### src/core_pkg.sv
// core-wide widths, reset PC and instruction memory sizing shared by every stage and the top
package core_pkg;

  // architectural register and data width
  localparam int xlen = 64;

  // every instruction is one 32-bit word
  localparam int ilen = 32;

  // 32 integer registers
  localparam int reg_id_w = 5;

  // first PC after reset
  localparam logic [xlen-1:0] pc_reset = 64'h0000_0000_8000_0000;

  // instruction memory in words
  localparam int imem_depth = 256;

  // word address into instruction memory
  // pc bits above the byte offset
  localparam int imem_aw = 8;

endpackage

### src/register_file.sv
// 32 x 64-bit integer register file with x0 hardwired and same-cycle write-through
`timescale 1ns/1ns

module register_file (
  input  logic                          clk,
  input  logic                          arst_n,
  input  logic [core_pkg::reg_id_w-1:0] rs1_id,
  input  logic [core_pkg::reg_id_w-1:0] rs2_id,
  input  logic                          wb_en,
  input  logic [core_pkg::reg_id_w-1:0] wb_rd,
  input  logic [core_pkg::xlen-1:0]     wb_data,
  output logic [core_pkg::xlen-1:0]     rs1_data,
  output logic [core_pkg::xlen-1:0]     rs2_data
);

  // x1 to x31, x0 has no storage
  logic [core_pkg::xlen-1:0] regs [1:31];
  logic wr_live;

  // writes to x0 are dropped
  assign wr_live = wb_en && (wb_rd != '0);

  always_ff @(posedge clk or negedge arst_n) begin
    if (!arst_n) begin
      for (int i = 1; i < 32; i++) begin
        regs[i] <= '0;
      end
    end else if (wr_live) begin
      regs[wb_rd] <= wb_data;
    end
  end

  // bypass lets decode see the execute result in the same cycle
  always_comb begin
    if (rs1_id == '0) begin
      rs1_data = '0;
    end else if (wr_live && (wb_rd == rs1_id)) begin
      rs1_data = wb_data;
    end else begin
      rs1_data = regs[rs1_id];
    end
  end

  always_comb begin
    if (rs2_id == '0) begin
      rs2_data = '0;
    end else if (wr_live && (wb_rd == rs2_id)) begin
      rs2_data = wb_data;
    end else begin
      rs2_data = regs[rs2_id];
    end
  end

endmodule

### config.mk
export PLATFORM = sky130hd
export DESIGN_NAME = register_file
export DESIGN_NICKNAME = d
export VERILOG_FILES = /design/src/core_pkg.sv /design/src/register_file.sv
export SDC_FILE = /design/constraint.sdc
export NUM_CORES = 2
export LEC_CHECK = 0
export BUFFER_PORTS_ARGS = -buffer_cell sky130_fd_sc_hd__buf_2
export CAP_MARGIN = 20
export CORE_ASPECT_RATIO = 1.4
export CORE_UTILIZATION = 50
export CTS_CLUSTER_SIZE = 24
export DETAILED_ROUTE_END_ITERATION = 6
export PLACE_DENSITY_LB_ADDON = 0.3
export SYNTH_ARGS = -nofsm -noshare
export SYNTH_HDL_FRONTEND = slang
export SYNTH_SLANG_ARGS = --single-unit
### constraint.sdc
create_clock -name clk -period 1.8 [get_ports clk]
set_input_delay 0 -clock clk [delete_from_list [all_inputs] [get_ports clk]]
set_output_delay 0 -clock clk [all_outputs]
set_load 0.02 [all_outputs]
# ---- After elaboration in Yosys (flattened, before gate mapping)
# Cells that the tools add are included.
dict set report totals {
  word_cells 60
  inputBits 82
  output_inout_bits 128
  register_bits 1984
}
dict set report op_classes {
  n_reduce_logical 7
  eq_ne 2
  n_mux 13
  n_bitwise 3
  order_cmp 4
}
# cell n
set op_table {}
lappend op_table {{$bwmux 1984} 1}
lappend op_table {{$bmux 64 s5} 2}
lappend op_table {{$mux 64} 9}
lappend op_table {{$demux 64 s5} 1}
lappend op_table {{$ge 6x6->1 const B} 3}
lappend op_table {{$not 5->6} 3}
lappend op_table {{$eq 5x5->1} 2}
lappend op_table {{$logic_not 5->1} 2}
lappend op_table {{$lt 6x1->1 const B} 1}
lappend op_table {{$reduce_bool 5->1} 1}
lappend op_table {{$logic_and 1x1->1} 4}

# ---- Logic depth before layout (Yosys ltp)
dict set report depth {
  ltp_word 6
  ltp_mapped 10
}

# ---- Least setup slack after synthesis
# OpenSTA, ideal clock, no wires.
dict set report synth_timing {
  path_kind {in2out}
  start {in rs2_id[0] in the netlist's numbering}
  end {out rs2_data[21] in the netlist's numbering}
  arrival_ns 1.799
  required_ns 1.800
  cell_stages 7
  path_slack_ns 0.001
  path_cell_list {buf_6 -> clkbuf_1 -> mux4_2 -> a22oi_1 -> nand2_1 -> a22oi_1 -> o21ai_0}
}
dict set report synth_via {
  elab_chain_len 6
}
# item line_no
set synth_rtl {}
lappend synth_rtl {{start: declaration} register_file.sv:8} ;# input logic [core_pkg::reg_id_w-1:0] rs2_id,
lappend synth_rtl {{$not 5->6 (implied by the code)} register_file.sv:50} ;# rs2_data = regs[rs2_id];
lappend synth_rtl {{$bmux 64 s5} register_file.sv:50}
lappend synth_rtl {{$mux 64 (implied by the code) (2 in a row)} register_file.sv:50}
lappend synth_rtl {{$mux 64} register_file.sv:47} ;# end else if (wr_live && (wb_rd == rs2_id)) begin
lappend synth_rtl {{$mux 64 (*)} register_file.sv:45} ;# if (rs2_id == '0) begin
lappend synth_rtl {{end: declaration} register_file.sv:13} ;# output logic [core_pkg::xlen-1:0] rs2_data
# Mark *: on every way between the ends. The rest lies on a longest branch, timed or not. The select of a mux whose other input is x is not followed.

# ---- Worst setup path in the final report
dict set report layout_timing {
  start {reg regs[639] in the netlist's numbering}
  end {out rs1_data[63] in the netlist's numbering}
}
dict set report layout_via {
  elab_chain_len 5
}
# item line_no
set layout_rtl {}
lappend layout_rtl {{start: declaration} register_file.sv:17} ;# logic [core_pkg::xlen-1:0] regs [1:31];
lappend layout_rtl {{start signal: indexed assignment} register_file.sv:29} ;# regs[wb_rd] <= wb_data;
lappend layout_rtl {{$bmux 64 s5} register_file.sv:40} ;# rs1_data = regs[rs1_id];
lappend layout_rtl {{$mux 64 (implied by the code) (2 in a row)} register_file.sv:40}
lappend layout_rtl {{$mux 64} register_file.sv:37} ;# end else if (wr_live && (wb_rd == rs1_id)) begin
lappend layout_rtl {{$mux 64} register_file.sv:35} ;# if (rs1_id == '0) begin
lappend layout_rtl {{end: declaration} register_file.sv:12} ;# output logic [core_pkg::xlen-1:0] rs1_data,
# Every way passes these cells. The select of a mux whose other input is x is not followed.

==> out/qor.yml <==
crit_path_end_kind: "primary output"
ant_nets: 0
leakage_uw: 0.0568
min_path_type: "primary input to register"
ctsRootBufferMaster: "clkbuf_16"
largestRegisters: "regs x1984"
crit_required_ns: 1.80
syn_area_sq_um: 106000
final_layout_size_suffix_gt1_share_pct: 45.6
vdd_drop_max_mv: 0.854
finClkSkew_ns: 0
grt_util_met3_pct: 5.71
grt_first_pass_wirelength_mm: 513
hold_viol_final: 0
dp_cells: 10287
maxCapViolations: 0
antenna_found_initial: 8
die_x_um: 392
route.vias.total: 72106
dieArea_sq_um: 214000
setup_viol: 128
cp.arrival_ns: 2.77
power_uw: 137000
synth_seq_cells: 1984
layout_commonest_cell: "dfrtp_1"
power.density_nw_per_um2: 1060
cts_sinks: 1984
drt_wl_total_mm: 342
area_growth_pct: 21.6
met2_usage_pct: 51.9
layout_min_cycle_time_ns: 2.77
grt_pass1_vias: 76858
clk_latency_ns: 0.87
nets: 7926
met1_usage_pct: 42.0
cp-start-kind: "register"
numCtsBuffers: 203
ys_seq_area_share_pct: 46.7
syn_nets: 7328
initial_core_util_pct: 50.5
layout_common_cells: "dfrtp_1 (1,984), mux2_1 (1,254), mux4_2 (894)"
drcViolationCount: 0
fin_ws_ns: -0.965
die_h_um: 547
io_pins: 210
viasPerCell: 6.66
largest-register: "regs"
clockBufferDepth: 4
synthCells: 7246
rsz0062_at_grt: "yes"
fin_cells: 10819
drtPass1Iterations: 6
avgSynthCellArea_sq_um: 14.7
htree_levels: 4
ys_warn_count: 0
wl_per_cell_um: 31.6
core_sq_um: 210000
initialDrtViolationCount: 6624
fillers: 15492
relSlewSlack_pct: 44.3
status: "finished, violations left"
routabilityCongestion: 0.880
maxSlewViolCount: 0
max_freq_mhz: 362
violations: "setup timing"
overflow: 0
post-route-period-util_pct: 154
synth_cell_types: 56
port_buffers: 209
path_clk_slew_ns: 0.06
worst_slew_pin_slew_ns: 0.836
cts_tree: "built"
dp_hpwl_mm: 223
path_class: "register to primary output"
busiest_layer: "met2"
grt_max_degree: 144
largest_reg_flops: 1984
num_rows: 199
crit_fanout: 2
track_usage_pct: 32.2
==> power by group <==
group,leakage (uW),switching (uW),internal [uW]
combinational,0.0281,13900,18400
clock,0.00340,18600,25800
sequential,0.0254,6440,53400
==> stage by stage <==
stage	instance area [sq um]	utilization [%]	setup TNS, ns	hold WS [ns]	setup slack (ns)
after global routing	129000	61.4	-100.52	0.0426	-1.01
after floorplan	106000	-	0	-0.296	0.000864
after global placement	117000	55.8	-49.43	-0.0990	-0.580
after detailed placement	117000	55.8	-52.86	-0.103	-0.598
final	129000	61.4	-91.92	0.0655	-0.965
after CTS	128000	61.0	-96.51	0.0000923	-1.03
==> final cells by class <==
type	count	area, sq um	area share, %
antenna	4	10.0	0.00775
tap	2814	3520	2.73
clock buffer	288	5870	4.55
clock inverter	74	1020	0.793
sequential	1984	49600	38.5
timing repair buffer	1190	13300	10.3
inverter	69	307	0.237
multi-input combinational	4396	55400	42.9
==> cells in the mapped netlist (all sizes together) <==
| library cell | n | share of area, % |
|---|---|---|
| mux2i | 319 | 3.0 |
| a21boi | 2 | 0.014 |
| a2111oi | 67 | 0.57 |
| a22oi | 379 | 2.7 |
| clkbuf | 416 | 1.5 |
| and3 | 1 | 0.0059 |
| or2 | 1 | 0.0059 |
| nand2 | 285 | 1.0 |
| nand3 | 4 | 0.019 |
| o41ai | 1 | 0.0082 |
| nor2b | 8 | 0.047 |
| clkinv | 63 | 0.22 |
| a21oi | 132 | 0.63 |
| o31a | 1 | 0.0082 |
| mux2 | 1969 | 21 |
| o22ai | 62 | 0.37 |
| o211ai | 1 | 0.0071 |
| dfrtp | 1984 | 47 |
| nand2b | 3 | 0.018 |
| mux4 | 894 | 19 |
| nor3 | 4 | 0.029 |
| or3b | 1 | 0.0082 |
| o2bb2ai | 1 | 0.0082 |
| xor2 | 5 | 0.041 |
| o21ai | 142 | 0.70 |
| inv | 6 | 0.021 |
| nor2 | 84 | 0.37 |
| a31oi | 4 | 0.024 |
| a221o | 2 | 0.019 |
| or3 | 1 | 0.0059 |
| xnor2 | 5 | 0.041 |
| a311oi | 2 | 0.016 |
| and2 | 3 | 0.018 |
| or4 | 1 | 0.0071 |
| nand3b | 4 | 0.028 |
| nand4b | 1 | 0.0082 |
| buf | 381 | 1.9 |
| nor3b | 5 | 0.040 |
| a21o | 1 | 0.0071 |
| a2bb2oi | 1 | 0.0082 |
==> critical path, cell delays in order, from the launching register on <==
cell and delay (ns):
dfrtp_1 0.39, mux4_2 0.50, mux4_2 0.48, a221o_1 0.37
buf_6 0.16
==> layer usage <==
metal  up-vias  share of wire (%)
met5         -             0.0082
met4         4                5.6
met3       973                7.2
met2      3126                 49
met1     38921                 39
li1      29082                  -
==> worst paths after layout <==
path,from,end,slack [ns],cells past startpoint
worst min-delay path,wb_rd[4],regs[1473]$_DFFE_PN0P_,0.07,6
worst min register to register,regs[1127]$_DFFE_PN0P_,regs[1127]$_DFFE_PN0P_,0.50,1
max in group asynchronous,arst_n,regs[994]$_DFFE_PN0P_,0.36,6
min in group asynchronous,arst_n,regs[1673]$_DFFE_PN0P_,0.42,4
worst max register to register,regs[533]$_DFFE_PN0P_,regs[533]$_DFFE_PN0P_,0.76,3
worst max-delay path,regs[639]$_DFFE_PN0P_,rs1_data[63],-0.97,4
==> what timing repair did <==
action                     4_1_cts  5_1_grt
hold buffers                    75        0
pin swaps                      350       94
setup endpoints to repair      128      128
buffers inserted                88       28
hold endpoints to repair      3963        0
resized for setup              688      161
==> cell families after synthesis <==
family / share of synthesized area (%)
AOI/OAI and AO/OA: 5.06
xor gates and xnor gates: 0.0825
buffers and inverters: 3.65
muxes: 42.8
DFF: 46.7
and+or+nand+nor: 1.62
Power figures use the tool's default switching activity.
