### src/core_pkg.sv
// core-wide widths, reset PC and instruction memory sizing shared by every stage and the top
package core_pkg;

  // architectural register and data width
  localparam int xlen = 64;

  // every instruction is one 32-bit word
  localparam int ilen = 32;

  // 32 integer registers
  localparam int reg_id_w = 5;

  // first PC after reset
  localparam logic [xlen-1:0] pc_reset = 64'h0000_0000_8000_0000;

  // instruction memory in words
  localparam int imem_depth = 256;

  // word address into instruction memory
  // pc bits above the byte offset
  localparam int imem_aw = 8;

endpackage

### src/isa_pkg.sv
// RV64I encodings and instruction field positions used by decode and execute
package isa_pkg;

  // field widths
  localparam int opcode_w = 7;
  localparam int funct3_w = 3;
  localparam int funct7_w = 7;

  // field lsb positions inside the instruction word
  localparam int opcode_lsb = 0;
  localparam int rd_lsb = 7;
  localparam int funct3_lsb = 12;
  localparam int rs1_lsb = 15;
  localparam int rs2_lsb = 20;
  localparam int funct7_lsb = 25;

  // major opcodes of the supported subset
  localparam logic [opcode_w-1:0] op_imm = 7'b0010011;
  localparam logic [opcode_w-1:0] op_reg = 7'b0110011;
  localparam logic [opcode_w-1:0] op_auipc = 7'b0010111;
  localparam logic [opcode_w-1:0] op_jal = 7'b1101111;
  localparam logic [opcode_w-1:0] op_store = 7'b0100011;
  localparam logic [opcode_w-1:0] op_system = 7'b1110011;

  // function codes
  localparam logic [funct3_w-1:0] funct3_add = 3'b000;
  localparam logic [funct3_w-1:0] funct3_sd = 3'b011;
  // add, not sub
  localparam logic [funct7_w-1:0] funct7_base = 7'b0000000;

  // only one system encoding is accepted
  localparam logic [31:0] ebreak_word = 32'h0010_0073;

  // result select in execute
  typedef enum logic [1:0] {
    alu_pass = 2'd0,  // operand 2 straight through
    alu_add  = 2'd1,  // operand 1 plus operand 2
    alu_link = 2'd2   // pc plus 4
  } alu_op_e;

endpackage

### src/execute_stage.sv
// execute stage: adder, write-back, jal redirect, store request and sticky halt/illegal flags
`timescale 1ns/1ns

module execute_stage (
  input  logic                          clk,
  input  logic                          arst_n,
  input  logic                          d_valid,
  input  logic [core_pkg::xlen-1:0]     d_pc,
  input  logic [core_pkg::reg_id_w-1:0] d_rd,
  input  logic [core_pkg::xlen-1:0]     d_imm,
  input  logic [core_pkg::xlen-1:0]     d_rs1_data,
  input  logic [core_pkg::xlen-1:0]     d_rs2_data,
  input  isa_pkg::alu_op_e              d_alu_op,
  input  logic                          d_use_imm,
  input  logic                          d_use_pc,
  input  logic                          d_reg_wen,
  input  logic                          d_store,
  input  logic                          d_ebreak,
  input  logic                          d_illegal,
  output logic                          wb_en,
  output logic [core_pkg::reg_id_w-1:0] wb_rd,
  output logic [core_pkg::xlen-1:0]     wb_data,
  output logic                          redirect,
  output logic [core_pkg::xlen-1:0]     redirect_pc,
  output logic                          halt,
  output logic                          illegal,
  output logic                          retire,
  output logic [core_pkg::xlen-1:0]     retire_pc,
  output logic [core_pkg::reg_id_w-1:0] retire_rd,
  output logic [core_pkg::xlen-1:0]     retire_data,
  output logic                          store_valid,
  output logic [core_pkg::xlen-1:0]     store_addr,
  output logic [core_pkg::xlen-1:0]     store_data
);

  logic [core_pkg::xlen-1:0] op1, op2, sum, result;
  logic halt_q, illegal_q;
  logic live, exec_ok;

  // nothing executes once a flag is up
  assign live    = d_valid & ~halt_q & ~illegal_q;
  assign exec_ok = live & ~d_ebreak & ~d_illegal;

  // operand select and the single adder
  assign op1 = d_use_pc ? d_pc : d_rs1_data;
  assign op2 = d_use_imm ? d_imm : d_rs2_data;
  assign sum = op1 + op2;

  always_comb begin
    case (d_alu_op)
      isa_pkg::alu_add:  result = sum;
      isa_pkg::alu_link: result = d_pc + core_pkg::xlen'(4);
      default:           result = op2;
    endcase
  end

  // write-back into the register file
  assign wb_en   = exec_ok & d_reg_wen;
  assign wb_rd   = d_rd;
  assign wb_data = result;

  // jal target comes out of the adder as pc plus imm
  assign redirect    = exec_ok & (d_alu_op == isa_pkg::alu_link);
  assign redirect_pc = sum;

  // sd address is rs1 plus imm
  assign store_valid = exec_ok & d_store;
  assign store_addr  = sum;
  assign store_data  = d_rs2_data;

  // stores leave through the store port instead of retire
  assign retire      = exec_ok & ~d_store;
  assign retire_pc   = d_pc;
  assign retire_rd   = d_reg_wen ? d_rd : '0;
  assign retire_data = result;

  // flags rise in the cycle the instruction reaches execute
  assign halt    = halt_q | (live & d_ebreak);
  assign illegal = illegal_q | (live & d_illegal);

  always_ff @(posedge clk or negedge arst_n) begin
    if (!arst_n) begin
      halt_q    <= 1'b0;
      illegal_q <= 1'b0;
    end else begin
      halt_q    <= halt;
      illegal_q <= illegal;
    end
  end

endmodule

### config.mk
export PLATFORM = sky130hd
export DESIGN_NAME = execute_stage
export DESIGN_NICKNAME = d
export VERILOG_FILES = /design/src/core_pkg.sv /design/src/isa_pkg.sv /design/src/execute_stage.sv
export SDC_FILE = /design/constraint.sdc
export NUM_CORES = 1
export LEC_CHECK = 0
export BUFFER_PORTS_ARGS = -buffer_cell sky130_fd_sc_hd__buf_2
export CAP_MARGIN = 30
export CORE_AREA = 2 2 260 262
export CTS_CLUSTER_DIAMETER = 150
export DETAILED_ROUTE_END_ITERATION = 6
export DIE_AREA = 0 0 262 264
export PLACE_DENSITY_LB_ADDON = 0.3
export SLEW_MARGIN = 15
export SYNTH_ARGS = -nofsm -noshare
export SYNTH_HDL_FRONTEND = slang
export SYNTH_SLANG_ARGS = --single-unit
### constraint.sdc
create_clock -name clk -period 9.55 [get_ports clk]
set_input_delay 1.91 -clock clk [delete_from_list [all_inputs] [get_ports clk]]
set_output_delay 1.91 -clock clk [all_outputs]
set_load 0.02 [all_outputs]
---- After elaboration in Yosys (flattened, before gate mapping) ----
Cells that the tools add are included.
storage, ports and cells
  register bits after elaboration ......... 2
  input bits .............................. 272
  output and inout port bits .............. 400
  word-level logic and storage cells ...... 27
cells by class
  add/subtract/negate cells ............... 2
  equality and inequality tests ........... 2
  muxes and demuxes ....................... 4
  bitwise gates (word level) .............. 17
operators with widths
  operator               number
  $mux 64                2
  $pmux 64 s2            1
  $add 64x3->64 const B  1
  $add 64x64->64         1
  $and 1x1->1            10
  $mux 5                 1
  $not 1->1              5
  $eq 2x1->1 const B     1
  $eq 2x2->1 const B     1
  $or 1x1->1             2

---- Depth between registers and ports, before layout ----
  word-level depth ........................ 6
  mapped depth ............................ 16
  gate-level depth less buffers ........... 13

---- Worst setup path before layout ----
OpenSTA, ideal clock, no wires.
  kind .................................... input -> output
  start ................................... in d_use_imm
  end ..................................... out wb_data[57] in the netlist's numbering
  arrival ................................. 5.853 ns
  data required time ...................... 7.640 ns
  slack ................................... 1.787 ns
  stages on the path ...................... 15
  path buffers ............................ 4
  cell sequence ........................... clkbuf_1 > clkbuf_1 > mux2_2 > ha_1 > buf_2 > nand4_1 > or2_1 > o221ai_2 > a221o_2 > a31oi_4 > o41ai_4 > a41oi_2 > xnor2_1 > a221o_1 > buf_4
on the way
  word-level cells in the longest chain between the ends .. 3
RTL lines
  item                             RTL line             RTL
  start: declaration               execute_stage.sv:14  input logic d_use_imm,
  $mux 64                          execute_stage.sv:46  assign op2 = d_use_imm ? d_imm : d_rs2_data;
  $add 64x64->64                   execute_stage.sv:47  assign sum = op1 + op2;
  named net redirect_pc (one bit)  execute_stage.sv:24  output logic [core_pkg::xlen-1:0] redirect_pc,
  $pmux 64 s2                      execute_stage.sv:50  case (d_alu_op)
  end: declaration                 execute_stage.sv:22  output logic [core_pkg::xlen-1:0] wb_data,
The timed path passes the listed nets, and every way through them passes these cells.

---- Final worst setup path ----
  start ................................... in d_use_imm
  end ..................................... out wb_data[50] in the netlist's numbering
on the way
  word-level cells in the longest chain between the ends .. 3
RTL lines
  item            RTL line
  $mux 64 *       execute_stage.sv:46
  $add 64x64->64  execute_stage.sv:47
  $pmux 64 s2 *   execute_stage.sv:50
Mark *: on every way between the ends. The rest lies on a longest branch, timed or not.

==> impl_table.tex <==
\begin{tabular}{lr}
\hline
Metric & Value \\
\hline
\multicolumn{2}{l}{\textbf{Critical path}} \\
Buf/Inv on CP & 3 \\
Setup crit end & wb\_data[50] \\
Type of destination of the critical path & output port \\
Crit. Startpoint & d\_use\_imm \\
Worst setup slack for register-to-register paths & 8.69 ns \\
Slowest cell on crit path & buf\_4 \\
Cell count of the worst reg-to-reg path & 2 \\
Largest incremental delay on the critical path & 0.52 ns \\
Reg2Reg Launch Point & halt\_q \\
Crit path max-delay family & simple AND/OR/NAND/NOR gates \\
Cell depth of the worst setup path & 15 \\
Endpoint required time on the critical path & 7.64 ns \\
Setup Crit Path Kind & in -> out \\
Biggest fanout along the worst timing path & 44 \\
Most used cell, CP & o21ai\_1 \\
Reg-to-reg critical path endpoint & illegal\_q \\
Worst-path cell chain & buf\_4 -> mux2\_2 -> ha\_1 -> inv\_1 -> fa\_1 -> nand2b\_1 -> a21oi\_1 -> o21ai\_1 -> a2111oi\_4 -> o21ai\_1 -> nor4b\_1 -> nor3\_1 -> and4\_1 -> or3\_1 -> buf\_2 \\
CP Launch Type & primary input \\
Critical Path AT & 6.36 ns \\
\multicolumn{2}{l}{\textbf{Global route}} \\
Number of antenna violations at the first check in global routing & 4 \\
Total GRT Usage & 16.82\% \\
Maximum number of pins on one net before global-route repair & 48 \\
Via count of the first global-routing pass & 11590 \\
GR Overflow Total & 0 \\
Global-route wire length before repair & 85240 um \\
\multicolumn{2}{l}{\textbf{Power and ir drop}} \\
Clock network power share & 3.7\% \\
Switching power share of the total & 65.89\% \\
Sequential fraction of design power & 0.5\% \\
Switching power of the nets & 1.108 mW \\
Cell-internal power & 0.5733 mW \\
Proportion of power drawn by combinational gates & 95.7\% \\
Power Dens Cells & 133.5 nW/um\^{}2 \\
Lkg Pwr & 6.027 nW \\
VDD IR max & 0.00006762 V \\
\multicolumn{2}{l}{\textbf{CTS}} \\
Setup Fix Bufs, Post-CTS & 0 \\
Clk buf depth & 2 \\
Clock buffers created by TritonCTS & 3 \\
Cts hold-fix bufs & 0 \\
Buffer type at the clock tree root & clkbuf\_16 \\
Total number of H-tree levels & 1 \\
CTS tree & done \\
Total clock sinks & 2 \\
Count of instances resized after the clock tree is built & 0 \\
Worst skew pair latency & 0.22 ns \\
Clock transition at the registers of the reported paths & 0.03 ns \\
\multicolumn{2}{l}{\textbf{Status}} \\
Run status & finished clean \\
\multicolumn{2}{l}{\textbf{Cells and area}} \\
Share of layout cells above drive strength 1 & 49.08\% \\
Most frequent standard cell in the layout excluding fill and tap cells & buf\_2 \\
Layout-stage area growth over the synthesis result & 22.97\% \\
Number of nets in the layout & 2089 \\
Top library cells by usage in the layout, fill and taps aside & buf\_2 (669), mux2\_2 (127), nor2\_1 (122) \\
Utilization after layout & 18.92\% \\
\multicolumn{2}{l}{\textbf{Synthesis}} \\
Mean cell area of the mapped netlist & 7.292 sq um \\
Synthesized netlist cell count & 1404 \\
Most used flip-flop cell after synthesis & dfrtp\_1 \\
Post-synth cell types & 87 \\
Top-area cell type share of the netlist area & 19.14\% \\
Yosys top cell by area & buf\_4 \\
Count of synthesis-stage warnings from yosys & 0 \\
Sequential fraction of the synthesis area & 0.4888\% \\
Proportion of synthesized flip-flops having asynchronous set or reset & 100.0\% \\
Synth area leaders & buf\_4 (19\%), mux2\_2 (14\%), ha\_1 (8.1\%) \\
Synth Cell Area & 10240 sq um \\
Post-synth EDFFs & 0 \\
Number of storage elements in the synthesis netlist & 2 \\
Net count after synthesis & 1743 \\
\multicolumn{2}{l}{\textbf{Die}} \\
Die footprint & 69170 sq um \\
Starting density of the core & 15.38\% \\
Area inside the core boundary & 66560 sq um \\
I/O pins & 672 \\
Floorplan die height & 264 um \\
Number of core rows & 95 \\
X dimension of the die & 262 um \\
\multicolumn{2}{l}{\textbf{Routing}} \\
Average wire length per cell after detail routing & 23.63 um \\
Number of vias per cell & 4.407 \\
Via count & 11560 \\
Iteration-0 DRC Markers & 617 \\
Post-detailed-routing wire length & 61970 um \\
Detail Route Antenna Nets & 0 \\
DRC viols & 0 \\
Router iterations before antenna repair & 5 \\
\multicolumn{2}{l}{\textbf{Place}} \\
Count of input and output buffers & 671 \\
Post-DP HPWL & 53600 um \\
Weighted congestion reported at the end of routability-driven placement & 0.8706 \\
\multicolumn{2}{l}{\textbf{STA}} \\
Tcrit/Tclk final & 86.60\% \\
Aggregate negative setup slack & 0 ns \\
Clock Skew & 0.002034 ns \\
Unrepaired setup endpoints after global routing & false \\
Max Freq & 120.9 MHz \\
Number of setup violations in the final report & 0 \\
Final worst path period need & 8.271 ns \\
Worst relative slew slack & 47.77\% \\
Slew Viols, Final & 0 \\
Final hold viol count & 0 \\
Transition time at the pin with the least slew margin & 0.7776 ns \\
\multicolumn{2}{l}{\textbf{Hold path}} \\
HP Class & reg -> reg \\
\multicolumn{2}{l}{\textbf{Run}} \\
Max-capacitance violation count & 0 \\
\hline
\end{tabular}
==> stage by stage <==
stage | instances | hold WS (ns) | total power, mW | area, sq um | setup WS (ns)
floorplan | 1404 | 0.5354 | 1.211 | 10240 | 1.787
global placement | 2618 | 0.4786 | 1.645 | 12510 | 1.091
detailed placement | 2618 | 0.4937 | 1.635 | 12510 | 1.150
CTS | 2621 | 0.4989 | 1.705 | 12590 | 1.154
global route | 2622 | 0.5264 | 1.804 | 12590 | 0.9846
finish | 2622 | 0.4975 | 1.681 | 12590 | 1.279
==> worst min path at each step <==
stage / endpoint / slack [ns] / cells after the start / from
after global placement: halt_q / 0.48 / 1 / halt_q
after global routing: halt_q / 0.53 / 1 / halt_q
final: halt_q / 0.50 / 1 / halt_q
after detailed placement: halt_q / 0.49 / 1 / halt_q
after floorplan: halt_q / 0.54 / 1 / halt_q
after CTS: halt_q / 0.50 / 1 / halt_q
==> cells by family after synthesis <==
group / Yosys count / synth area share, %
buffers and inverters: 371 / 23.54
flip-flops: 2 / 0.4888
AND/OR/NAND/NOR: 396 / 19.99
XOR/XNOR: 116 / 9.923
multiplexers: 132 / 14.46
adder cells (fa/ha/maj): 67 / 8.261
AO/OA/AOI/OAI: 320 / 23.34
==> power groups by stage <==
stage | Clock, mW | Sequential (mW) | Combinational [mW]
after detailed placement | 0 | 0.00863 | 1.63
after CTS | 0.0632 | 0.00854 | 1.63
after floorplan | 0 | 0.00863 | 1.20
after global routing | 0.0641 | 0.00854 | 1.73
final | 0.0629 | 0.00854 | 1.61
after global placement | 0 | 0.00863 | 1.64
==> cells in the mapped netlist, types with 6 or more instances <==
master	count
a211oi_1	7
a21o_1	49
a21oi_1	76
a221o_1	16
a221oi_1	34
a22oi_1	8
a31oi_1	7
and2_1	18
and3_1	17
and4_1	12
buf_2	18
buf_4	261
clkbuf_1	61
ha_1	66
inv_1	26
mux2_2	127
nand2_1	74
nand3_1	43
nand4_1	45
nor2_1	122
nor3_1	14
o21a_1	6
o21ai_0	46
o21bai_1	15
xnor2_1	65
xor2_1	51
==> state kept, by name (all words and copies together), names as in the netlist <==
register / cells
halt_q: 1
illegal_q: 1
==> cell type report <==
type | count | area [sq um]
inverters | 27 | 101.3
flip-flops and latches | 2 | 50.05
multi-input cells | 1031 | 7801
diodes | 1 | 2.502
fillers | 7652 | 53970
repair buffers | 685 | 3468
well taps | 873 | 1092
clock buffers | 3 | 75.07
==> per-layer routing <==
metal | global-route usage (%) | wire (um) | part of all wire [%] | up-vias
met4 | 1.878 | 801 | 1.3 | 0
met2 | 34.16 | 34030 | 55 | 456
met3 | 0.8540 | 2322 | 3.7 | 28
met5 | 0 | 0 | 0 | -
met1 | 19.40 | 24820 | 40 | 5543
li1 | - | - | - | 5529
Power figures use the tool's default switching activity.
