==> config.mk <==
export PLATFORM = sky130hd
export DESIGN_NAME = decode_stage
export DESIGN_NICKNAME = d
export VERILOG_FILES = /design/src/core_pkg.sv /design/src/isa_pkg.sv /design/src/decode_stage.sv
export SDC_FILE = /design/constraint.sdc
export NUM_CORES = 1
export LEC_CHECK = 0
export BUFFER_PORTS_ARGS = -buffer_cell sky130_fd_sc_hd__buf_2
export CAP_MARGIN = 20
export CORE_AREA = 5 5 197 199
export CTS_BUF_LIST = sky130_fd_sc_hd__clkbuf_4
export DETAILED_ROUTE_END_ITERATION = 16
export DIE_AREA = 0 0 202 204
export RECOVER_POWER = 50
export SYNTH_ARGS = -nofsm -noshare
export SYNTH_HDL_FRONTEND = slang
export SYNTH_SLANG_ARGS = --single-unit
==> constraint.sdc <==
create_clock -name clk -period 1.16 [get_ports clk]
set_clock_uncertainty 0.1 [all_clocks]
set_input_delay 0.116 -clock clk [delete_from_list [all_inputs] [get_ports clk]]
set_output_delay 0.116 -clock clk [all_outputs]
set_load 0.05 [all_outputs]
==> src/core_pkg.sv <==
// core-wide widths, reset PC and instruction memory sizing shared by every stage and the top
package core_pkg;

  // architectural register and data width
  localparam int xlen = 64;

  // every instruction is one 32-bit word
  localparam int ilen = 32;

  // 32 integer registers
  localparam int reg_id_w = 5;

  // first PC after reset
  localparam logic [xlen-1:0] pc_reset = 64'h0000_0000_8000_0000;

  // instruction memory in words
  localparam int imem_depth = 256;

  // word address into instruction memory
  // pc bits above the byte offset
  localparam int imem_aw = 8;

endpackage

==> src/isa_pkg.sv <==
// RV64I encodings and instruction field positions used by decode and execute
package isa_pkg;

  // field widths
  localparam int opcode_w = 7;
  localparam int funct3_w = 3;
  localparam int funct7_w = 7;

  // field lsb positions inside the instruction word
  localparam int opcode_lsb = 0;
  localparam int rd_lsb = 7;
  localparam int funct3_lsb = 12;
  localparam int rs1_lsb = 15;
  localparam int rs2_lsb = 20;
  localparam int funct7_lsb = 25;

  // major opcodes of the supported subset
  localparam logic [opcode_w-1:0] op_imm = 7'b0010011;
  localparam logic [opcode_w-1:0] op_reg = 7'b0110011;
  localparam logic [opcode_w-1:0] op_auipc = 7'b0010111;
  localparam logic [opcode_w-1:0] op_jal = 7'b1101111;
  localparam logic [opcode_w-1:0] op_store = 7'b0100011;
  localparam logic [opcode_w-1:0] op_system = 7'b1110011;

  // function codes
  localparam logic [funct3_w-1:0] funct3_add = 3'b000;
  localparam logic [funct3_w-1:0] funct3_sd = 3'b011;
  // add, not sub
  localparam logic [funct7_w-1:0] funct7_base = 7'b0000000;

  // only one system encoding is accepted
  localparam logic [31:0] ebreak_word = 32'h0010_0073;

  // result select in execute
  typedef enum logic [1:0] {
    alu_pass = 2'd0,  // operand 2 straight through
    alu_add  = 2'd1,  // operand 1 plus operand 2
    alu_link = 2'd2   // pc plus 4
  } alu_op_e;

endpackage

==> src/decode_stage.sv <==
// decode stage between fetch and execute that classifies the instruction and reads its registers
`timescale 1ns/1ns

module decode_stage (
  input  logic                          clk,
  input  logic                          arst_n,
  input  logic                          redirect,
  input  logic                          halt,
  input  logic                          f_valid,
  input  logic [core_pkg::xlen-1:0]     f_pc,
  input  logic [core_pkg::ilen-1:0]     f_inst,
  input  logic [core_pkg::xlen-1:0]     rs1_data,
  input  logic [core_pkg::xlen-1:0]     rs2_data,
  output logic [core_pkg::reg_id_w-1:0] rs1_id,
  output logic [core_pkg::reg_id_w-1:0] rs2_id,
  output logic                          d_valid,
  output logic [core_pkg::xlen-1:0]     d_pc,
  output logic [core_pkg::reg_id_w-1:0] d_rd,
  output logic [core_pkg::xlen-1:0]     d_imm,
  output logic [core_pkg::xlen-1:0]     d_rs1_data,
  output logic [core_pkg::xlen-1:0]     d_rs2_data,
  output isa_pkg::alu_op_e              d_alu_op,
  output logic                          d_use_imm,
  output logic                          d_use_pc,
  output logic                          d_reg_wen,
  output logic                          d_store,
  output logic                          d_ebreak,
  output logic                          d_illegal
);

  logic [isa_pkg::opcode_w-1:0] opcode;
  logic [isa_pkg::funct3_w-1:0] funct3;
  logic [isa_pkg::funct7_w-1:0] funct7;
  logic [core_pkg::xlen-1:0] imm_i, imm_s, imm_u, imm_j, imm;
  isa_pkg::alu_op_e alu_op;
  logic use_imm, use_pc, reg_wen, store, ebreak, illegal;

  // instruction fields
  assign opcode = f_inst[isa_pkg::opcode_lsb +: isa_pkg::opcode_w];
  assign funct3 = f_inst[isa_pkg::funct3_lsb +: isa_pkg::funct3_w];
  assign funct7 = f_inst[isa_pkg::funct7_lsb +: isa_pkg::funct7_w];
  assign rs1_id = f_inst[isa_pkg::rs1_lsb +: core_pkg::reg_id_w];
  assign rs2_id = f_inst[isa_pkg::rs2_lsb +: core_pkg::reg_id_w];

  // sign-extended immediates per format
  assign imm_i = {{52{f_inst[31]}}, f_inst[31:20]};
  assign imm_s = {{52{f_inst[31]}}, f_inst[31:25], f_inst[11:7]};
  assign imm_u = {{32{f_inst[31]}}, f_inst[31:12], 12'b0};
  assign imm_j = {{43{f_inst[31]}}, f_inst[31], f_inst[19:12], f_inst[20], f_inst[30:21], 1'b0};

  always_comb begin
    alu_op  = isa_pkg::alu_pass;
    imm     = imm_i;
    use_imm = 1'b0;
    use_pc  = 1'b0;
    reg_wen = 1'b0;
    store   = 1'b0;
    ebreak  = 1'b0;
    illegal = 1'b0;
    case (opcode)
      isa_pkg::op_imm: begin
        // addi only
        alu_op  = isa_pkg::alu_add;
        use_imm = 1'b1;
        reg_wen = 1'b1;
        illegal = (funct3 != isa_pkg::funct3_add);
      end
      isa_pkg::op_reg: begin
        // sub shares funct3 so funct7 picks add
        alu_op  = isa_pkg::alu_add;
        reg_wen = 1'b1;
        illegal = (funct3 != isa_pkg::funct3_add) || (funct7 != isa_pkg::funct7_base);
      end
      isa_pkg::op_auipc: begin
        imm     = imm_u;
        alu_op  = isa_pkg::alu_add;
        use_imm = 1'b1;
        use_pc  = 1'b1;
        reg_wen = 1'b1;
      end
      isa_pkg::op_jal: begin
        // adder forms the target while the result is the link
        imm     = imm_j;
        alu_op  = isa_pkg::alu_link;
        use_imm = 1'b1;
        use_pc  = 1'b1;
        reg_wen = 1'b1;
      end
      isa_pkg::op_store: begin
        imm     = imm_s;
        use_imm = 1'b1;
        store   = (funct3 == isa_pkg::funct3_sd);
        illegal = (funct3 != isa_pkg::funct3_sd);
      end
      isa_pkg::op_system: begin
        ebreak  = (f_inst == isa_pkg::ebreak_word);
        illegal = (f_inst != isa_pkg::ebreak_word);
      end
      default: begin
        illegal = 1'b1;
      end
    endcase
  end

  // valid bit dropped on redirect or stop
  always_ff @(posedge clk or negedge arst_n) begin
    if (!arst_n) begin
      d_valid <= 1'b0;
    end else begin
      d_valid <= f_valid & ~redirect & ~halt;
    end
  end

  // payload qualified by d_valid downstream
  always_ff @(posedge clk) begin
    d_pc       <= f_pc;
    d_rd       <= f_inst[isa_pkg::rd_lsb +: core_pkg::reg_id_w];
    d_imm      <= imm;
    d_rs1_data <= rs1_data;
    d_rs2_data <= rs2_data;
    d_alu_op   <= alu_op;
    d_use_imm  <= use_imm;
    d_use_pc   <= use_pc;
    d_reg_wen  <= reg_wen;
    d_store    <= store;
    d_ebreak   <= ebreak;
    d_illegal  <= illegal;
  end

endmodule

==> results of run 1 <==
## logic make-up after synthesis
| kind of cell | share of synthesized area, % |
|---|---|
| muxes | 0.176 |
| AOI/OAI and AO/OA | 4.61 |
| DFF | 83.7 |
| buffers and inverters | 6.59 |
| and+or+nand+nor | 4.88 |
## Yosys cell counts, drive strengths merged
cell	instances	area share (%)
a2111oi	1	0.15
a21o	20	2.6
a21oi	4	0.55
a22o	4	0.62
a2bb2oi	1	0.15
and2	1	0.11
and2b	3	0.40
and3	1	0.13
and3b	1	0.15
and4	1	0.15
buf	47	6.5
clkbuf	1	0.066
dfrtp	1	0.44
dfxtp	237	83
inv	1	0.066
mux2i	1	0.18
nand2	3	0.20
nand2b	4	0.44
nand3	3	0.26
nand4	1	0.11
nand4b	1	0.15
nor2	3	0.48
nor2b	6	0.75
nor3	4	0.35
nor3b	1	0.13
nor4	4	0.44
nor4b	1	0.15
o211ai	1	0.13
o21ai	3	0.26
o22ai	1	0.11
or2	1	0.11
or3	1	0.11
or4b	1	0.24
## stage by stage
step	TNS (ps)	area, µm²
3_5_place_dp	-12860	8770
3_3_place_gp	-12110	8770
2_1_floorplan	-7440	5700
==> impl_metrics.csv, run 1 <==
group,metric,value,unit
floorplanning,die-width,202,µm
status,outcome,"aborted with a tool error",
floorplanning,core.rowCount,71,
cts,ctsHoldBuffers,293,
placement,io_buffer_count,508,
floorplanning,io_pins,509,
yosys,postSynthCellCount,364,
status,flow.stopped_at,"clock tree synthesis",
cts,cts_buf_count,68,
floorplanning,start_util,15.4,%
yosys,synth-warning-count,0,
cts,htree_levels,3,
cts,cts.sinks,238,
cts,cts.repair.resized,988,
placement,dp_hpwl,19100,µm
cts,clockRootBuffer,"sky130_fd_sc_hd__clkbuf_4",
placement,post-place-cells,1339,
yosys,synthesis.nets,593,
yosys,syn_area_per_cell,15.6,µm²
status,error_message,"[ERROR RSZ-0060] Max buffer count reached.",
placement,globalplace.congestion,0.805,
placement,place_worst_setup_slack,-467,ps
yosys,synth_sequential_area_ratio,83.7,%
yosys,post_synthesis_cell_type_count,38,
yosys,synth_seq_cells,238,
cts,post_cts_buffers,2,
cts,clk_path_buf_depth,3,
yosys,synth_area,0.00570,mm²
floorplanning,die_h,204,µm
==> run 2, diff against run 1 <==
--- a/config.mk
+++ b/config.mk
@@ -7,10 +7,10 @@
 export LEC_CHECK = 0
 export BUFFER_PORTS_ARGS = -buffer_cell sky130_fd_sc_hd__buf_2
 export CAP_MARGIN = 20
-export CORE_AREA = 5 5 197 199
-export CTS_BUF_LIST = sky130_fd_sc_hd__clkbuf_4
+export CORE_AREA = 5 5 196 198
 export DETAILED_ROUTE_END_ITERATION = 16
-export DIE_AREA = 0 0 202 204
+export DIE_AREA = 0 0 201 203
+export PLACE_DENSITY_LB_ADDON = 0.15
 export RECOVER_POWER = 50
 export SYNTH_ARGS = -nofsm -noshare
 export SYNTH_HDL_FRONTEND = slang
==> constraint.sdc (replaced) <==
create_clock -name clk -period 1.5 [get_ports clk]
set_clock_uncertainty 0.1 [all_clocks]
set_input_delay 0.15 -clock clk [delete_from_list [all_inputs] [get_ports clk]]
set_output_delay 0.15 -clock clk [all_outputs]
set_load 0.05 [all_outputs]
==> impl_metrics.csv, run 2 <==
group,metric,value,unit
finish,fin_cells,1594,
finish,post_route_cells_drive_above_1_share,50.8,%
placement,post-place-cells,1310,
floorplanning,start_util,15.7,%
floorplanning,die_h,203,µm
critical_path,arrival_worst_endpoint,1840,ps
hold_path,timing.hold.worst.class,"in -> reg",
yosys,fraction_of_synthesized_cell_area_taken_by_the_top_area_cell_type,83.3,%
finish,biggestRegsByFlops,"d_pc: 64 flops, d_rs1_data: 64 flops, d_rs2_data: 64 flops",
yosys,synth_area,0.00570,mm²
cts,clockRootBuffer,"sky130_fd_sc_hd__clkbuf_16",
routing,post_drt_wl_per_cell,15.3,µm
placement,globalplace.congestion,0.755,
finish,register_area,0.00477,mm²
placement,place_worst_setup_slack,-65.9,ps
grt,antenna_found_initial,0,
critical_path,timing.critical_path.from_type,"input port",
cts,clk_path_buf_depth,3,
cts,htree_levels,1,
routing,antenna_violating_nets_post_route,0,
status,outcome,"complete, but fails checks",
sta,whs,79.8,ps
floorplanning,core,0.0363,mm²
floorplanning,die-width,201,µm
pwr,power_leakage,0.00590,µW
routing,vias,5428,
yosys,synth_sequential_area_ratio,83.7,%
routing,detailedRoute.firstIterationViolations,138,
yosys,syn_area_per_cell,15.6,µm²
sta,setup_violations,1,
finish,syn2layout_area_growth,112,%
floorplanning,io_pins,509,
routing,met3WireLength,1910,µm
placement,dp_hpwl,18700,µm
critical_path,cp_most_frequent_cell,"sky130_fd_sc_hd__nor4_1",
yosys,synth_top_cell_by_area,"sky130_fd_sc_hd__dfxtp_1",
placement,io_buffer_count,508,
yosys,netlist_top_cells_area,"sky130_fd_sc_hd__dfxtp_1 (83%), sky130_fd_sc_hd__buf_4 (5.7%), sky130_fd_sc_hd__a21o_1 (2.6%), sky130_fd_sc_hd__buf_6 (0.79%), sky130_fd_sc_hd__a22o_1 (0.62%)",
grt,grt_max_degree,18,
routing,route.top_layer_used,"met4",
yosys,synthesis.nets,593,
routing,drt_pass1_iterations,4,
sta,final_hold_violating_endpoints,0,
sta,max-slew-margin-rel,67.3,%
sta,fmax,663,MHz
finish,multiInputGateArea,572,µm²
routing,routedLengthMet1,8800,µm
status,failed_checks,"negative setup slack",
finish,finish.net_count,1333,
floorplanning,core.rowCount,70,
critical_path,crit_slowest_cell,"sky130_fd_sc_hd__dlygate4sd3_1",
cts,cts.sinks,238,
pwr,pwr_density_cell,1370,mW/mm²
sta,post-route-min-period,1510,ps
critical_path,crit_chain,"dlygate4sd3_1 > clkbuf_1 > nor4_1 > nand3_1 > nor4_1",
yosys,synth_seq_cells,238,
yosys,post_synthesis_cell_type_count,38,
flow_run,max_cap_violations,0,
yosys,yosys-top-cells-count,"sky130_fd_sc_hd__dfxtp_1 (237), sky130_fd_sc_hd__buf_4 (43), sky130_fd_sc_hd__a21o_1 (20)",
grt,via_count_of_the_first_global_routing_pass,5940,
critical_path,critPathMaxStageDelay,530,ps
routing,detail_route.drc_violations,0,
finish,layout_commonest_cell,"sky130_fd_sc_hd__buf_2",
routing,wl,24500,µm
critical_path,worstSetupEndpointType,"flip-flop",
sta,timing_max_transition_violations_final,0,
critical_path,timing.critical_path.required,1830,ps
grt,grt_overflow,0,
routing,wire_length_on_met2,12900,µm
yosys,synth-warning-count,0,
cts,cts_buf_count,28,
finish,most-common-layout-cells,"sky130_fd_sc_hd__buf_2 (445), sky130_fd_sc_hd__dfxtp_1 (236), sky130_fd_sc_hd__dlygate4sd3_1 (230)",
sta,max_slew.worst_pin.slew,478,ps
yosys,post_synth_edffs,0,
critical_path,timing.setup.critical_path_class,"in -> reg",
yosys,share_of_async_settable_or_async_resettable_flops_after_synthesis,0.420,%
grt,gr_usage_total,11.2,%
cts,cts_tree,"yes",
routing,average_via_count_per_standard_cell,3.41,
cts,cts.clk_slew.worst_paths,60,ps
yosys,most_frequently_used_flop_master_after_synthesis,"sky130_fd_sc_hd__dfxtp_1",
sta,rsz0062_at_grt,"yes",
finish,fillers,3659,
critical_path,peak_fanout_along_the_critical_path,4,
grt,grt_first_pass_wirelength,36000,µm
sta,layout_setup_ws,-9.27,ps
floorplanning,floorplan.die_area,0.0408,mm²
pwr,max-vdd-ir-drop,0.787,mV
yosys,postSynthCellCount,364,
yosys,synth_most_common_cell,"sky130_fd_sc_hd__dfxtp_1",
sta,fin_crit_sh,101,%
## run 2: repair_timing
action | 4_1_cts | 5_1_grt
resized for setup | 37 | 25
setup endpoints to repair | 34 | 37
setup buffers | 2 | 0
hold endpoints to repair | 236 | 0
pin swaps | 0 | 2
hold buffers | 230 | 0
## run 2: power by group
group          switching [µW]  total (µW)  leakage, µW  internal (µW)
clock                    2580        6920     0.000470           4350
combinational            1880        2850      0.00342            967
sequential               85.0        6750      0.00201           6660
total                    4540       16500      0.00590          12000
## run 2: worst max-delay path: cells and delay by family
family | cells | cell delay [ps]
simple gates | 3 | 970
buf+inv | 2 | 720
## run 2: through the flow
step | utilization, % | setup TNS (ps) | instance area (µm²) | power [µW]
after floorplan | - | 0 | 5700 | 8470
after global placement | 23.7 | -1370 | 8600 | 9200
after detailed placement | 23.7 | -1590 | 8600 | 9200
after CTS | 33.0 | -899 | 12000 | 16800
after global routing | 33.1 | -1550 | 12000 | 17200
final | 33.2 | -9.27 | 12100 | 16500
## run 2: area by class of cell
type	count	share of cell area, %
clock inverter	7	0.976
sequential	238	39.6
tap	468	4.86
antenna	1	0.0208
timing repair buffer	758	42.8
clock buffer	44	6.99
multi-input combinational	77	4.75
inverter	1	0.0311
## run 2: kinds of logic after synthesis
logic type	after synthesis	share of synthesized area, %
compound gates	35	4.61
simple gates	41	4.88
flops	238	83.7
mux	1	0.176
buf+inv	49	6.59
## run 2: layer usage
layer | up-vias | global-route usage, %
li1 | 2630 | -
met1 | 2482 | 11.9
met2 | 266 | 20.5
met3 | 50 | 3.63
met4 | 0 | 4.77
met5 | - | 0
## run 2: path summary, 6_finish.rpt
path	cells after the start	endpoint	startpoint	slack, ps
max	5	d_ebreak$_SDFF_PN0_	f_inst[31]	-9
min	5	d_illegal$_DFF_P_	f_inst[2]	80
min in group asynchronous	3	d_valid$_DFF_PN0_	arst_n	370
max in group asynchronous	3	d_valid$_DFF_PN0_	arst_n	830
(Power assumes the default switching activity.)
